==> config.mk <==
export PLATFORM = sky130hd
export DESIGN_NAME = cache_ro_top
export DESIGN_NICKNAME = d
export VERILOG_FILES = /design/src/logic/cache_addr_pkg.sv /design/src/logic/axi_read_pkg.sv /design/src/logic/cache_tag_stage.sv /design/src/logic/cache_refill_axi.sv /design/src/logic/cache_line_store.sv /design/src/logic/cache_ro_top.sv
export VERILOG_INCLUDE_DIRS = /design/src /design/src/logic
export SDC_FILE = /design/constraint.sdc
export NUM_CORES = 2
export LEC_CHECK = 0
export BUFFER_PORTS_ARGS = -buffer_cell sky130_fd_sc_hd__buf_2
export CAP_MARGIN = 20
export CORE_MARGIN = 2
export CORE_UTILIZATION = 55
export DETAILED_ROUTE_END_ITERATION = 7
export GPL_ROUTABILITY_DRIVEN = 0
export PLACE_DENSITY = 0.73
export SLEW_MARGIN = 20
export SYNTH_ARGS = -nofsm -noshare
export SYNTH_HDL_FRONTEND = slang
export SYNTH_SLANG_ARGS = --single-unit
==> constraint.sdc <==
create_clock -name clk_i -period 5.5 [get_ports clk_i]
set_input_delay 1.375 -clock clk_i [delete_from_list [all_inputs] [get_ports clk_i]]
set_output_delay 1.375 -clock clk_i [all_outputs]
set_load 0.1 [all_outputs]
==> src/logic/cache_defs.svh <==
`ifndef CACHE_DEFS_SVH
`define CACHE_DEFS_SVH

// cache geometry
`define CACHE_ADDR_W       16
`define CACHE_WORD_W       32
`define CACHE_BEAT_W       64
`define CACHE_INDEX_W      4                 // 16 lines
`define CACHE_OFFSET_W     4                 // 16-byte line
`define CACHE_BEAT_SEL_W   1                 // 2 beats per line
`define CACHE_TAG_W        (`CACHE_ADDR_W - `CACHE_INDEX_W - `CACHE_OFFSET_W)

// front end flow control
`define CACHE_REQ_CREDITS  2

// AXI read channel
`define CACHE_AXI_ID_W        4
`define CACHE_AXI_LEN_W       8
`define CACHE_AXI_ID          0
`define CACHE_AXI_SIZE        3'd3           // 8 bytes per beat
`define CACHE_AXI_BURST_INCR  2'b01
`define CACHE_AXI_RESP_OKAY   2'b00

`endif

==> src/logic/cache_addr_pkg.sv <==
`include "cache_defs.svh"

package cache_addr_pkg;

   // byte address as seen by the requester
   typedef logic [`CACHE_ADDR_W-1:0] byte_addr_t;

   // address fields
   typedef logic [`CACHE_TAG_W-1:0]                     line_tag_t;
   typedef logic [`CACHE_INDEX_W-1:0]                   line_index_t;
   typedef logic [`CACHE_ADDR_W-`CACHE_OFFSET_W-1:0]    line_addr_t;   // tag and index
   typedef logic [`CACHE_BEAT_SEL_W-1:0]                beat_sel_t;

   // data
   typedef logic [`CACHE_WORD_W-1:0] word_t;
   typedef logic [`CACHE_BEAT_W-1:0] beat_t;

endpackage

==> src/logic/axi_read_pkg.sv <==
`include "cache_defs.svh"

package axi_read_pkg;

   // AR channel fields
   typedef logic [`CACHE_AXI_ID_W-1:0]  axi_id_t;
   typedef logic [`CACHE_AXI_LEN_W-1:0] axi_len_t;
   typedef logic [2:0]                  axi_size_t;    // log2 of bytes per beat
   typedef logic [1:0]                  axi_burst_t;
   typedef logic [`CACHE_ADDR_W-1:0]    axi_addr_t;

   // R channel response
   typedef logic [1:0] axi_resp_t;

endpackage

==> src/logic/cache_tag_stage.sv <==
`include "cache_defs.svh"

module cache_tag_stage
   import cache_addr_pkg::*;
(
   input  logic        clk_i,
   input  logic        reset,
   input  logic        req_valid_i,
   input  byte_addr_t  req_addr_i,
   output logic        credit_o,
   output logic        miss_o,
   output line_addr_t  miss_line_o,
   input  logic        replace_i,
   output logic        hit_valid_o,
   output line_index_t hit_index_o,
   output beat_sel_t   hit_beat_o,
   output logic        hit_word_o
);

   localparam int DEPTH  = `CACHE_REQ_CREDITS;
   localparam int PTR_W  = (DEPTH > 1) ? $clog2(DEPTH) : 1;
   localparam int CNT_W  = $clog2(DEPTH + 1);
   localparam int NLINES = 2 ** `CACHE_INDEX_W;
   localparam int WSEL   = `CACHE_OFFSET_W - `CACHE_BEAT_SEL_W - 1;   // word select bit

   typedef enum logic {TS_RUN, TS_WAIT} tag_state_t;

   tag_state_t        state;
   byte_addr_t        buf_q [DEPTH];
   logic [PTR_W-1:0]  wr_ptr;
   logic [PTR_W-1:0]  rd_ptr;
   logic [CNT_W-1:0]  count;
   logic              buf_empty;
   logic              pop;
   logic              stall;
   logic              hit;
   logic              refill_done;
   logic              replace_q;
   logic              lk_valid;
   byte_addr_t        lk_addr;
   line_tag_t         lk_tag;
   line_index_t       lk_index;
   line_tag_t         tag_q [NLINES];
   logic [NLINES-1:0] valid_q;

   assign buf_empty = (count == '0);

   // lookup fields
   assign lk_tag   = lk_addr[`CACHE_ADDR_W-1 -: `CACHE_TAG_W];
   assign lk_index = lk_addr[`CACHE_OFFSET_W +: `CACHE_INDEX_W];

   assign hit   = (state == TS_RUN) && lk_valid && valid_q[lk_index] && (tag_q[lk_index] == lk_tag);
   assign stall = lk_valid && !hit;     // a missed request holds the lookup register
   assign pop   = !buf_empty && !stall;

   assign miss_o      = (state == TS_RUN) && lk_valid && !hit;   // single cycle, state moves on
   assign miss_line_o = lk_addr[`CACHE_ADDR_W-1:`CACHE_OFFSET_W];

   assign refill_done = (state == TS_WAIT) && replace_q && !replace_i;

   assign hit_valid_o = hit;
   assign hit_index_o = lk_index;
   assign hit_beat_o  = lk_addr[`CACHE_OFFSET_W-1 -: `CACHE_BEAT_SEL_W];
   assign hit_word_o  = lk_addr[WSEL];

   // request buffer storage, space is guaranteed by the credits
   always_ff @(posedge clk_i) begin
      if (req_valid_i) buf_q[wr_ptr] <= req_addr_i;
      if (pop)         lk_addr <= buf_q[rd_ptr];
   end

   always_ff @(posedge clk_i or posedge reset) begin
      if (reset) begin
         wr_ptr    <= '0;
         rd_ptr    <= '0;
         count     <= '0;
         credit_o  <= 1'b0;
         lk_valid  <= 1'b0;
         replace_q <= 1'b0;
      end else begin
         if (req_valid_i) wr_ptr <= (wr_ptr == PTR_W'(DEPTH - 1)) ? '0 : wr_ptr + 1'b1;
         if (pop)         rd_ptr <= (rd_ptr == PTR_W'(DEPTH - 1)) ? '0 : rd_ptr + 1'b1;
         count     <= count + CNT_W'(req_valid_i) - CNT_W'(pop);
         credit_o  <= pop;                      // one credit per slot freed
         replace_q <= replace_i;
         if (!stall) lk_valid <= !buf_empty;
      end
   end

   // miss handling and tag array update
   always_ff @(posedge clk_i or posedge reset) begin
      if (reset) begin
         state   <= TS_RUN;
         valid_q <= '0;
         for (int i = 0; i < NLINES; i++) tag_q[i] <= '0;
      end else begin
         case (state)
            TS_RUN:  if (miss_o) state <= TS_WAIT;
            default: begin
               if (refill_done) begin
                  tag_q[lk_index]   <= lk_tag;
                  valid_q[lk_index] <= 1'b1;
                  state             <= TS_RUN;   // stalled lookup is retried next cycle
               end
            end
         endcase
      end
   end

endmodule

==> src/logic/cache_refill_axi.sv <==
`include "cache_defs.svh"

module cache_refill_axi
   import cache_addr_pkg::*;
   import axi_read_pkg::*;
(
   input  logic        clk_i,
   input  logic        reset,
   input  logic        replace_valid_i,
   input  line_addr_t  replace_line_i,
   output logic        replace_o,
   output logic        fill_valid_o,
   output line_index_t fill_index_o,
   output beat_sel_t   fill_beat_o,
   output beat_t       fill_data_o,
   // AXI read address channel
   output logic        ar_valid_o,
   input  logic        ar_ready_i,
   output axi_addr_t   ar_addr_o,
   output axi_len_t    ar_len_o,
   output axi_size_t   ar_size_o,
   output axi_burst_t  ar_burst_o,
   output axi_id_t     ar_id_o,
   // AXI read data channel
   input  logic        r_valid_i,
   output logic        r_ready_o,
   input  beat_t       r_data_i,
   input  axi_resp_t   r_resp_i,
   input  logic        r_last_i
);

   localparam int BEATS = 2 ** `CACHE_BEAT_SEL_W;

   typedef enum logic [1:0] {
      RF_IDLE,
      RF_ADDR,
      RF_LOAD,
      RF_END
   } refill_state_t;

   refill_state_t state;
   line_addr_t    line_q;
   beat_sel_t     beat_cnt;
   logic          slave_err;   // sticky over the burst, a burst cannot be cut short

   // burst fields, one line per burst
   assign ar_addr_o  = axi_addr_t'({line_q, {`CACHE_OFFSET_W{1'b0}}});
   assign ar_len_o   = axi_len_t'(BEATS - 1);
   assign ar_size_o  = `CACHE_AXI_SIZE;
   assign ar_burst_o = `CACHE_AXI_BURST_INCR;
   assign ar_id_o    = axi_id_t'(`CACHE_AXI_ID);

   assign ar_valid_o = (state == RF_ADDR);
   assign r_ready_o  = (state == RF_LOAD);
   assign replace_o  = (state != RF_IDLE);

   // every accepted beat goes straight into the line store
   assign fill_valid_o = (state == RF_LOAD) && r_valid_i;
   assign fill_index_o = line_q[`CACHE_INDEX_W-1:0];
   assign fill_beat_o  = beat_cnt;
   assign fill_data_o  = r_data_i;

   always_ff @(posedge clk_i) begin
      if (state == RF_IDLE && replace_valid_i) line_q <= replace_line_i;
   end

   always_ff @(posedge clk_i or posedge reset) begin
      if (reset) begin
         state     <= RF_IDLE;
         beat_cnt  <= '0;
         slave_err <= 1'b0;
      end else begin
         case (state)
            RF_IDLE: begin
               if (replace_valid_i) state <= RF_ADDR;
            end
            RF_ADDR: begin
               beat_cnt  <= '0;
               slave_err <= 1'b0;
               if (ar_ready_i) state <= RF_LOAD;   // address held until accepted
            end
            RF_LOAD: begin
               if (r_valid_i) begin
                  if (r_resp_i != `CACHE_AXI_RESP_OKAY) slave_err <= 1'b1;
                  if (r_last_i) state <= RF_END;
                  else          beat_cnt <= beat_cnt + 1'b1;
               end
            end
            default: begin
               // one cycle for the last store write to settle
               state <= slave_err ? RF_ADDR : RF_IDLE;
            end
         endcase
      end
   end

endmodule

==> src/logic/cache_line_store.sv <==
`include "cache_defs.svh"

module cache_line_store
   import cache_addr_pkg::*;
(
   input  logic        clk_i,
   input  logic        reset,
   input  logic        fill_valid_i,
   input  line_index_t fill_index_i,
   input  beat_sel_t   fill_beat_i,
   input  beat_t       fill_data_i,
   input  logic        hit_valid_i,
   input  line_index_t hit_index_i,
   input  beat_sel_t   hit_beat_i,
   input  logic        hit_word_i,
   output logic        rsp_valid_o,
   output word_t       rsp_data_o
);

   localparam int ENTRY_W = `CACHE_INDEX_W + `CACHE_BEAT_SEL_W;
   localparam int ENTRIES = 2 ** ENTRY_W;    // one entry per beat

   beat_t              mem [ENTRIES];
   logic [ENTRY_W-1:0] wr_entry;
   logic [ENTRY_W-1:0] rd_entry;
   beat_t              rd_beat;

   assign wr_entry = {fill_index_i, fill_beat_i};
   assign rd_entry = {hit_index_i, hit_beat_i};
   assign rd_beat  = mem[rd_entry];

   always_ff @(posedge clk_i) begin
      if (fill_valid_i) mem[wr_entry] <= fill_data_i;
   end

   // lower half holds the lower address
   always_ff @(posedge clk_i) begin
      if (hit_valid_i) rsp_data_o <= hit_word_i ? rd_beat[`CACHE_BEAT_W-1 -: `CACHE_WORD_W]
                                                : rd_beat[`CACHE_WORD_W-1:0];
   end

   always_ff @(posedge clk_i or posedge reset) begin
      if (reset) rsp_valid_o <= 1'b0;
      else       rsp_valid_o <= hit_valid_i;
   end

endmodule

==> src/logic/cache_ro_top.sv <==
module cache_ro_top
   import cache_addr_pkg::*;
   import axi_read_pkg::*;
(
   input  logic       clk_i,
   input  logic       reset,
   // front end
   input  logic       req_valid_i,
   input  byte_addr_t req_addr_i,
   output logic       credit_o,
   output logic       rsp_valid_o,
   output word_t      rsp_data_o,
   // AXI read channel
   output logic       ar_valid_o,
   input  logic       ar_ready_i,
   output axi_addr_t  ar_addr_o,
   output axi_len_t   ar_len_o,
   output axi_size_t  ar_size_o,
   output axi_burst_t ar_burst_o,
   output axi_id_t    ar_id_o,
   input  logic       r_valid_i,
   output logic       r_ready_o,
   input  beat_t      r_data_i,
   input  axi_resp_t  r_resp_i,
   input  logic       r_last_i
);

   logic        miss;
   line_addr_t  miss_line;
   logic        replace;
   logic        fill_valid;
   line_index_t fill_index;
   beat_sel_t   fill_beat;
   beat_t       fill_data;
   logic        hit_valid;
   line_index_t hit_index;
   beat_sel_t   hit_beat;
   logic        hit_word;

   cache_tag_stage tag0 (
      .clk_i       (clk_i),
      .reset       (reset),
      .req_valid_i (req_valid_i),
      .req_addr_i  (req_addr_i),
      .credit_o    (credit_o),
      .miss_o      (miss),
      .miss_line_o (miss_line),
      .replace_i   (replace),
      .hit_valid_o (hit_valid),
      .hit_index_o (hit_index),
      .hit_beat_o  (hit_beat),
      .hit_word_o  (hit_word)
   );

   cache_refill_axi refill0 (
      .clk_i           (clk_i),
      .reset           (reset),
      .replace_valid_i (miss),
      .replace_line_i  (miss_line),
      .replace_o       (replace),
      .fill_valid_o    (fill_valid),
      .fill_index_o    (fill_index),
      .fill_beat_o     (fill_beat),
      .fill_data_o     (fill_data),
      .ar_valid_o      (ar_valid_o),
      .ar_ready_i      (ar_ready_i),
      .ar_addr_o       (ar_addr_o),
      .ar_len_o        (ar_len_o),
      .ar_size_o       (ar_size_o),
      .ar_burst_o      (ar_burst_o),
      .ar_id_o         (ar_id_o),
      .r_valid_i       (r_valid_i),
      .r_ready_o       (r_ready_o),
      .r_data_i        (r_data_i),
      .r_resp_i        (r_resp_i),
      .r_last_i        (r_last_i)
   );

   cache_line_store store0 (
      .clk_i        (clk_i),
      .reset        (reset),
      .fill_valid_i (fill_valid),
      .fill_index_i (fill_index),
      .fill_beat_i  (fill_beat),
      .fill_data_i  (fill_data),
      .hit_valid_i  (hit_valid),
      .hit_index_i  (hit_index),
      .hit_beat_i   (hit_beat),
      .hit_word_i   (hit_word),
      .rsp_valid_o  (rsp_valid_o),
      .rsp_data_o   (rsp_data_o)
   );

endmodule

# Word level (Yosys, flattened, before mapping)

Memory sizes are Yosys's and may differ from the RTL's. A register that Yosys moved wholly into a read port is not among the register bits.
Index checks and enable logic that the tools add are counted.

Word-level logic and storage cells: 110
Register bits: 201
Memories kept: 2
RAM bits: 2080

Memory list:

| name       | depth | width | read ports | clocked after Yosys merged registers in | write ports | line                   | RTL |
|---|---|---|---|---|---|---|---|
| store0.mem | 32    | 64    | 1          | 0                                       | 1           | cache_line_store.sv:23 | `beat_t mem [ENTRIES];` |
| tag0.buf_q | 2     | 16    | 1          | 1                                       | 1           | cache_tag_stage.sv:29  | `byte_addr_t buf_q [DEPTH];` |

Bitwise logic cells: 3
Order comparisons: 4
Muxes and demuxes: 32
Reduce and logical (&&, ||, !) cells: 25
Add/sub/neg operators: 5
Eq/ne operators: 9

Operators with widths:

| cell                                                               | count |
|---|---|
| bitwise mux 128 bit                                                | 1 |
| binary-select mux 8 bit (select 4 bit)                             | 1 |
| demux 8 bit (select 4 bit)                                         | 1 |
| 2-to-1 mux 32 bit                                                  | 1 |
| 2-to-1 mux 8 bit                                                   | 3 |
| 2-to-1 mux 1 bit                                                   | 16 |
| OR 16 bit                                                          | 1 |
| logical AND 1 bit                                                  | 12 |
| == test 8 bit                                                      | 1 |
| 2-to-1 mux 2 bit                                                   | 4 |
| != test 2 x 1 -> 1 bit (second input constant)                     | 4 |
| case mux 2 bit (3 select lines)                                    | 1 |
| AND reduction 3 bit                                                | 2 |
| nonzero test 2 bit                                                 | 3 |
| greater-or-equal comparator 5 bit (second input constant)          | 1 |
| less-than comparator 4 x 5 -> 1 bit (second input constant)        | 1 |
| less-than comparator 5 x 1 -> 1 bit (second input constant)        | 1 |
| NOT 4 -> 5 bit                                                     | 1 |
| binary-select mux 1 bit (select 4 bit)                             | 1 |
| demux 1 bit (select 4 bit)                                         | 1 |
| greater-or-equal comparator 4 x 1 -> 1 bit (second input constant) | 1 |
| logical NOT 1 bit                                                  | 4 |
| logical NOT 2 bit                                                  | 2 |
| != test 2 bit (second input constant)                              | 2 |
| 9 further kinds                                                    | 12 |

# Logic depth before layout (Yosys ltp)

Depth in word-level cells: 11
Mapped depth: 16
Depth with buffers taken out: 12

# Modules after synthesis

From an unflattened synthesis, not the netlist that was laid out.

Cell total of the unflattened synthesis: 4021
Area total of the unflattened synthesis: 88671.3 µm²

Modules (own cells, without submodules):

| module           | area an instance (µm²) | instances | cells each |
|---|---|---|---|
| cache_line_store | 78878.2                | 1         | 3354 |
| cache_tag_stage  | 8425.6                 | 1         | 530 |
| cache_refill_axi | 1367.6                 | 1         | 137 |

# Worst setup path before layout

No wires, ideal clock.

Path type: register to register
Start: reg refill0.state[0]
End: mem store0.mem[20][0] in the netlist's numbering, enable pin
Stages on the path, launching flop included: 8
Data required time: 5013 ps
Data arrival time: 4842 ps
Setup slack: 172 ps
Library setup time: 487 ps
Path through: dfrtp_1 inv_1 ha_1 clkbuf_1 nand2_1 or3_1 clkbuf_1 nor2_1

Word-level cells in the longest chain between the ends: 4

Ends and longest elaborated chain:

| element                                | line                   | RTL |
|---|---|---|
| from (decl)                            | cache_refill_axi.sv:41 | `refill_state_t state;` |
| from (signal assigned)                 | cache_refill_axi.sv:91 | `state <= slave_err ? RF_ADDR : RF_IDLE;` |
| == test 2 bit                          | n/a                    |  |
| named net r_ready_o                    | cache_ro_top.sv:22     | `output logic r_ready_o,` |
| logical AND 1 bit                      | cache_refill_axi.sv:58 | `assign fill_valid_o = (state == RF_LOAD) && r_valid_i;` |
| 2-to-1 mux 1 bit                       | cache_line_store.sv:33 | `if (fill_valid_i) mem[wr_entry] <= fill_data_i;` |
| 2-to-1 mux 1 bit (not written as such) | cache_line_store.sv:33 |  |
| to (decl)                              | cache_line_store.sv:23 |  |

The timed path passes the listed nets, and every way through them passes these cells.

# Worst setup path after layout

Start: reg tag0.lk_addr[4], read port of tag0.buf_q
End: reg tag0.count[1]

Word-level cells in the longest chain between the ends: 11
Elaborated cells between the ends (all ways): 14

Ends and longest elaborated chain:

| element                                             | line                  | RTL |
|---|---|---|
| from (decl)                                         | cache_tag_stage.sv:40 | `byte_addr_t lk_addr;` |
| NOT 4 -> 5 bit (not written as such)                | cache_tag_stage.sv:52 | `assign hit = (state == TS_RUN) && lk_valid && valid_q[lk_index] && (tag_q[lk_index] == lk_tag);` |
| binary-select mux 8 bit (select 4 bit)              | cache_tag_stage.sv:52 |  |
| 2-to-1 mux 8 bit (not written as such) (2 in a row) | cache_tag_stage.sv:52 |  |
| == test 8 bit                                       | cache_tag_stage.sv:52 |  |
| logical AND 1 bit *                                 | cache_tag_stage.sv:52 |  |
| logical NOT 1 bit *                                 | cache_tag_stage.sv:53 | `assign stall = lk_valid && !hit;` |
| logical AND 1 bit *                                 | cache_tag_stage.sv:53 |  |
| logical NOT 1 bit *                                 | cache_tag_stage.sv:54 | `assign pop = !buf_empty && !stall;` |
| logical AND 1 bit *                                 | cache_tag_stage.sv:54 |  |
| named net tag0.pop                                  | cache_tag_stage.sv:34 | `logic pop;` |
| subtractor 2 x 1 -> 2 bit *                         | cache_tag_stage.sv:83 | `count <= count + CNT_W'(req_valid_i) - CNT_W'(pop);` |
| to (signal assigned)                                | cache_tag_stage.sv:83 |  |
| to (decl)                                           | cache_tag_stage.sv:32 | `logic [CNT_W-1:0] count;` |

Mark *: on every way through the listed nets, which the timed path passes. The rest lies on a longest branch. The select of a mux whose other input is x is not followed.
A chain may end at the register's enable or synchronous reset.

==> summary.md <==
| Metric | Value |
|---|---|
| TritonRoute pass-1 iters | `6` |
| Slew HR | `21.9%` |
| Ys flop type | `edfxtp_1` |
| Reg2Reg Depth | `14` |
| Die Wd | `404 um` |
| ANT nets after route | `0` |
| Count of final setup violators | `0` |
| CTS hold repair buffers | `0` |
| Clk_lat worst skew | `0.85 ns` |
| Placed cells | `5,740` |
| Leak | `0.0317 uW` |
| Post-Layout Cell Count | `6,141` |
| CTS tree | `built` |
| Slew Limit Fails | `0` |
| RSZ-0062 raised after global routing | `no` |
| R2R Setup Slk | `1.14 ns` |
| Yosys warning count | `0` |
| Maximum VDD drop | `425 uV` |
| Sequential share of the synthesized area | `77.3%` |
| Vias/cell | `6.64` |
| Least-Margin Pin Slew | `1.17 ns` |
| Async S/R FF share, synth | `6.85%` |
| Cell Area, Synth | `88,000 sq um` |
| Root buffer cell | `clkbuf_16` |
| First-pass GRT wire length | `297,000 um` |
| Wire per inst | `33.7 um` |
| Combinational group share of total power | `4.9%` |
| Cell Rows | `146` |
| Clk buf depth | `3` |
| Share of cells above drive strength 1 | `35.4%` |
| Clock power frac | `39.5%` |
| Cells after Synth | `3,602` |
| Post-synth cell types | `57` |
| Hold path depth | `1` |
| Die Area | `163,000 sq um` |
| Initial core utilization | `55.5%` |
| Area growth, synth to finish | `12.2%` |
| Most frequent cells in the layout | `2,134 x edfxtp_1, 693 x mux4_2, 217 x clkbuf_16` |
| Clock-pin slew on the worst setup and hold paths | `0.06 ns` |
| Global Route Usage Sum | `25.7%` |
| Final instance area | `98,700 sq um` |
| Cells resized by post-CTS repair | `0` |
| Highest clock rate | `229 MHz` |
| Postcts setup bufs | `0` |
| Post-route setup TNS | `0 ns` |
| Switching pwr | `7650 uW` |
| Critical path class | `flip-flop to flip-flop` |
| Most common cell after layout, fill and taps aside | `edfxtp_1` |
| Fin crit period | `4.36 ns` |
| Post-synthesis area per instance | `24.4 sq um` |
| Sw Ratio | `21.3%` |
| CP Data Required Time | `6.25 ns` |
| Worst Clk Skew | `0.0360 ns` |
| Critical path launch point type | `flip-flop` |
| Worst hold path type | `flip-flop to flip-flop` |
| CP max FO | `18` |
| Status | `completed` |
| Largest net degree at the start of global routing | `160` |
| Number of DRC markers in iteration 0 | `5,174` |
| Floorplan core area | `159,000 sq um` |
| Post-synth EDFFs | `2,134` |
| Die extent in y | `404 um` |
| Port bufs | `133` |
| DP HPWL | `101,000 um` |
| # clock sinks | `2,291` |
| H-tree depth | `4` |
| Tcrit/Tclk final | `79.2%` |
| Flop pwr share | `55.7%` |
| Worst EP arrival | `5.11 ns` |
| Nets | `3,978` |
| Initial antenna violation count | `26` |
| Total number of vias | `40,800` |
| Final Hold Viols | `0` |
| #FFs+latches synth | `2,291` |
| TritonCTS Buffers | `214` |
| Detailed Route WL | `207,000 um` |
| GRT Residual Overflow | `0` |
| Power Dens Cells | `364 nW/um^2` |
| Boundary Pins | `157` |
| Placed cell areas | `92,000 sq um` |
| Vias in the first global route | `41,500` |
| # DRC | `0` |
| Max cap viols | `0` |
| Pint | `28,200 uW` |
| Setup crit end kind | `flip-flop` |
-- per-stage QoR --
stage | util (%) | power, uW | worst slack (ns) | hold WS, ns
CTS | 62.2 | 36100 | 1.07 | 0.439
detailed placement | 58.0 | 22100 | 1.09 | 0.453
finish | 62.3 | 35900 | 1.14 | 0.463
floorplan | - | 21400 | 0.172 | 0.421
global route | 62.2 | 36900 | 0.897 | 0.465
global placement | 58.0 | 22000 | 1.14 | 0.444
-- cell usage after synthesis, drive strengths merged (2+ instances only) --
| master | count | area share [%] |
|---|---|---|
| edfxtp | 2134 | 73 |
| mux4 | 695 | 18 |
| dfrtp | 157 | 4.5 |
| mux2 | 148 | 1.9 |
| buf | 130 | 0.79 |
| clkbuf | 77 | 0.33 |
| nor2 | 53 | 0.23 |
| mux2i | 27 | 0.31 |
| nand2 | 18 | 0.077 |
| nor2b | 15 | 0.11 |
| a21oi | 14 | 0.080 |
| nand2b | 14 | 0.10 |
| or2 | 14 | 0.10 |
| o21ai | 10 | 0.057 |
| a211oi | 9 | 0.077 |
| inv | 8 | 0.034 |
| xor2 | 7 | 0.070 |
| ha | 6 | 0.085 |
| nand3 | 6 | 0.034 |
| nand3b | 6 | 0.051 |
| nor3 | 5 | 0.034 |
| or3 | 5 | 0.036 |
| xnor2 | 4 | 0.040 |
| and2 | 3 | 0.021 |
| nand4 | 3 | 0.021 |
| nor4 | 3 | 0.028 |
| a21o | 2 | 0.017 |
| a221oi | 2 | 0.027 |
| a22o | 2 | 0.020 |
| and3 | 2 | 0.014 |
| conb | 2 | 0.0085 |
| nand4b | 2 | 0.020 |
| o2111ai | 2 | 0.027 |
| o211ai | 2 | 0.023 |
| o22ai | 2 | 0.014 |
| o311ai | 2 | 0.020 |
| or3b | 2 | 0.020 |
-- cells by family (layout without fill, tap and decap cells) --
logic type / count (synthesis) / after routing / synth area share [%]
multiplexers: 870 / 870 / 20.0
buffers and inverters: 215 / 652 / 1.15
AND/OR/NAND/NOR: 155 / 155 / 0.940
flip-flops: 2291 / 2291 / 77.3
adder cells (fa/ha/maj): 6 / 6 / 0.0853
XOR/XNOR: 11 / 11 / 0.109
AO/OA/AOI/OAI: 52 / 52 / 0.415
other: 2 / 32 / 0.00853
-- power by group through the flow --
stage,sequential [uW],combinational [uW],clock [uW]
4_1_cts,20000,1750,14400
6_report,20000,1740,14200
2_1_floorplan,20400,1060,0
3_3_place_gp,20300,1690,0
3_5_place_dp,20300,1740,0
5_1_grt,20000,1870,15000
-- final timing paths --
path                                                  start                           to
worst min register to register  tag0.valid_q[5]$_DFFE_PP0P_  tag0.valid_q[5]$_DFFE_PP0P_
min in group asynchronous                             reset   tag0.tag_q[83]$_DFFE_PP0P_
worst max register to register    tag0.lk_addr[4]$_DFFE_PP_      tag0.count[1]$_DFF_PP0_
max in group asynchronous                             reset   tag0.tag_q[18]$_DFFE_PP0P_
worst min-delay path            tag0.valid_q[5]$_DFFE_PP0P_  tag0.valid_q[5]$_DFFE_PP0P_
worst max-delay path              tag0.lk_addr[4]$_DFFE_PP_      tag0.count[1]$_DFF_PP0_
-- layer usage --
layer	global-route usage (%)	vias to the layer above	wire length, um
met5	0	-	107
met4	6.51	16	4930
met3	5.18	357	19800
met2	41.7	2383	103000
met1	36.5	22000	78800
li1	-	16000	-
-- registers in the layout, summed over array words and instances, names as in the netlist, 12 cells and up --
signal / flops
tag0.valid_q: 16
tag0.lk_addr: 14
tag0.buf_q: 28
tag0.tag_q: 128
refill0.line_q: 12
store0.rsp_data_o: 32
store0.mem: 2048
-- cell type report --
class                      instances  area [sq um]
antenna                           11          27.5
clock buffer                     275          5660
clock inverter                   115          1000
sequential                      2291         68000
multi-input combinational       1115         19300
tap                             2072          2590
fill                           10200         59800
inverter                           8          33.8
timing repair buffer             254          2090
-- critical path: stages (launching register included) --
cell and delay (ns):
edfxtp_1 0.77, buf_4 0.45, mux4_2 0.58, a22o_1 0.27, a221oi_2 0.20, xnor2_1 0.17, a2111o_1 0.41, or2_4 0.28
a21boi_2 0.13, buf_4 0.25, ha_1 0.27, inv_1 0.06, ha_1 0.15, xnor2_1 0.13, xnor2_1 0.13
Note: power is estimated with default switching activity, not from simulation.
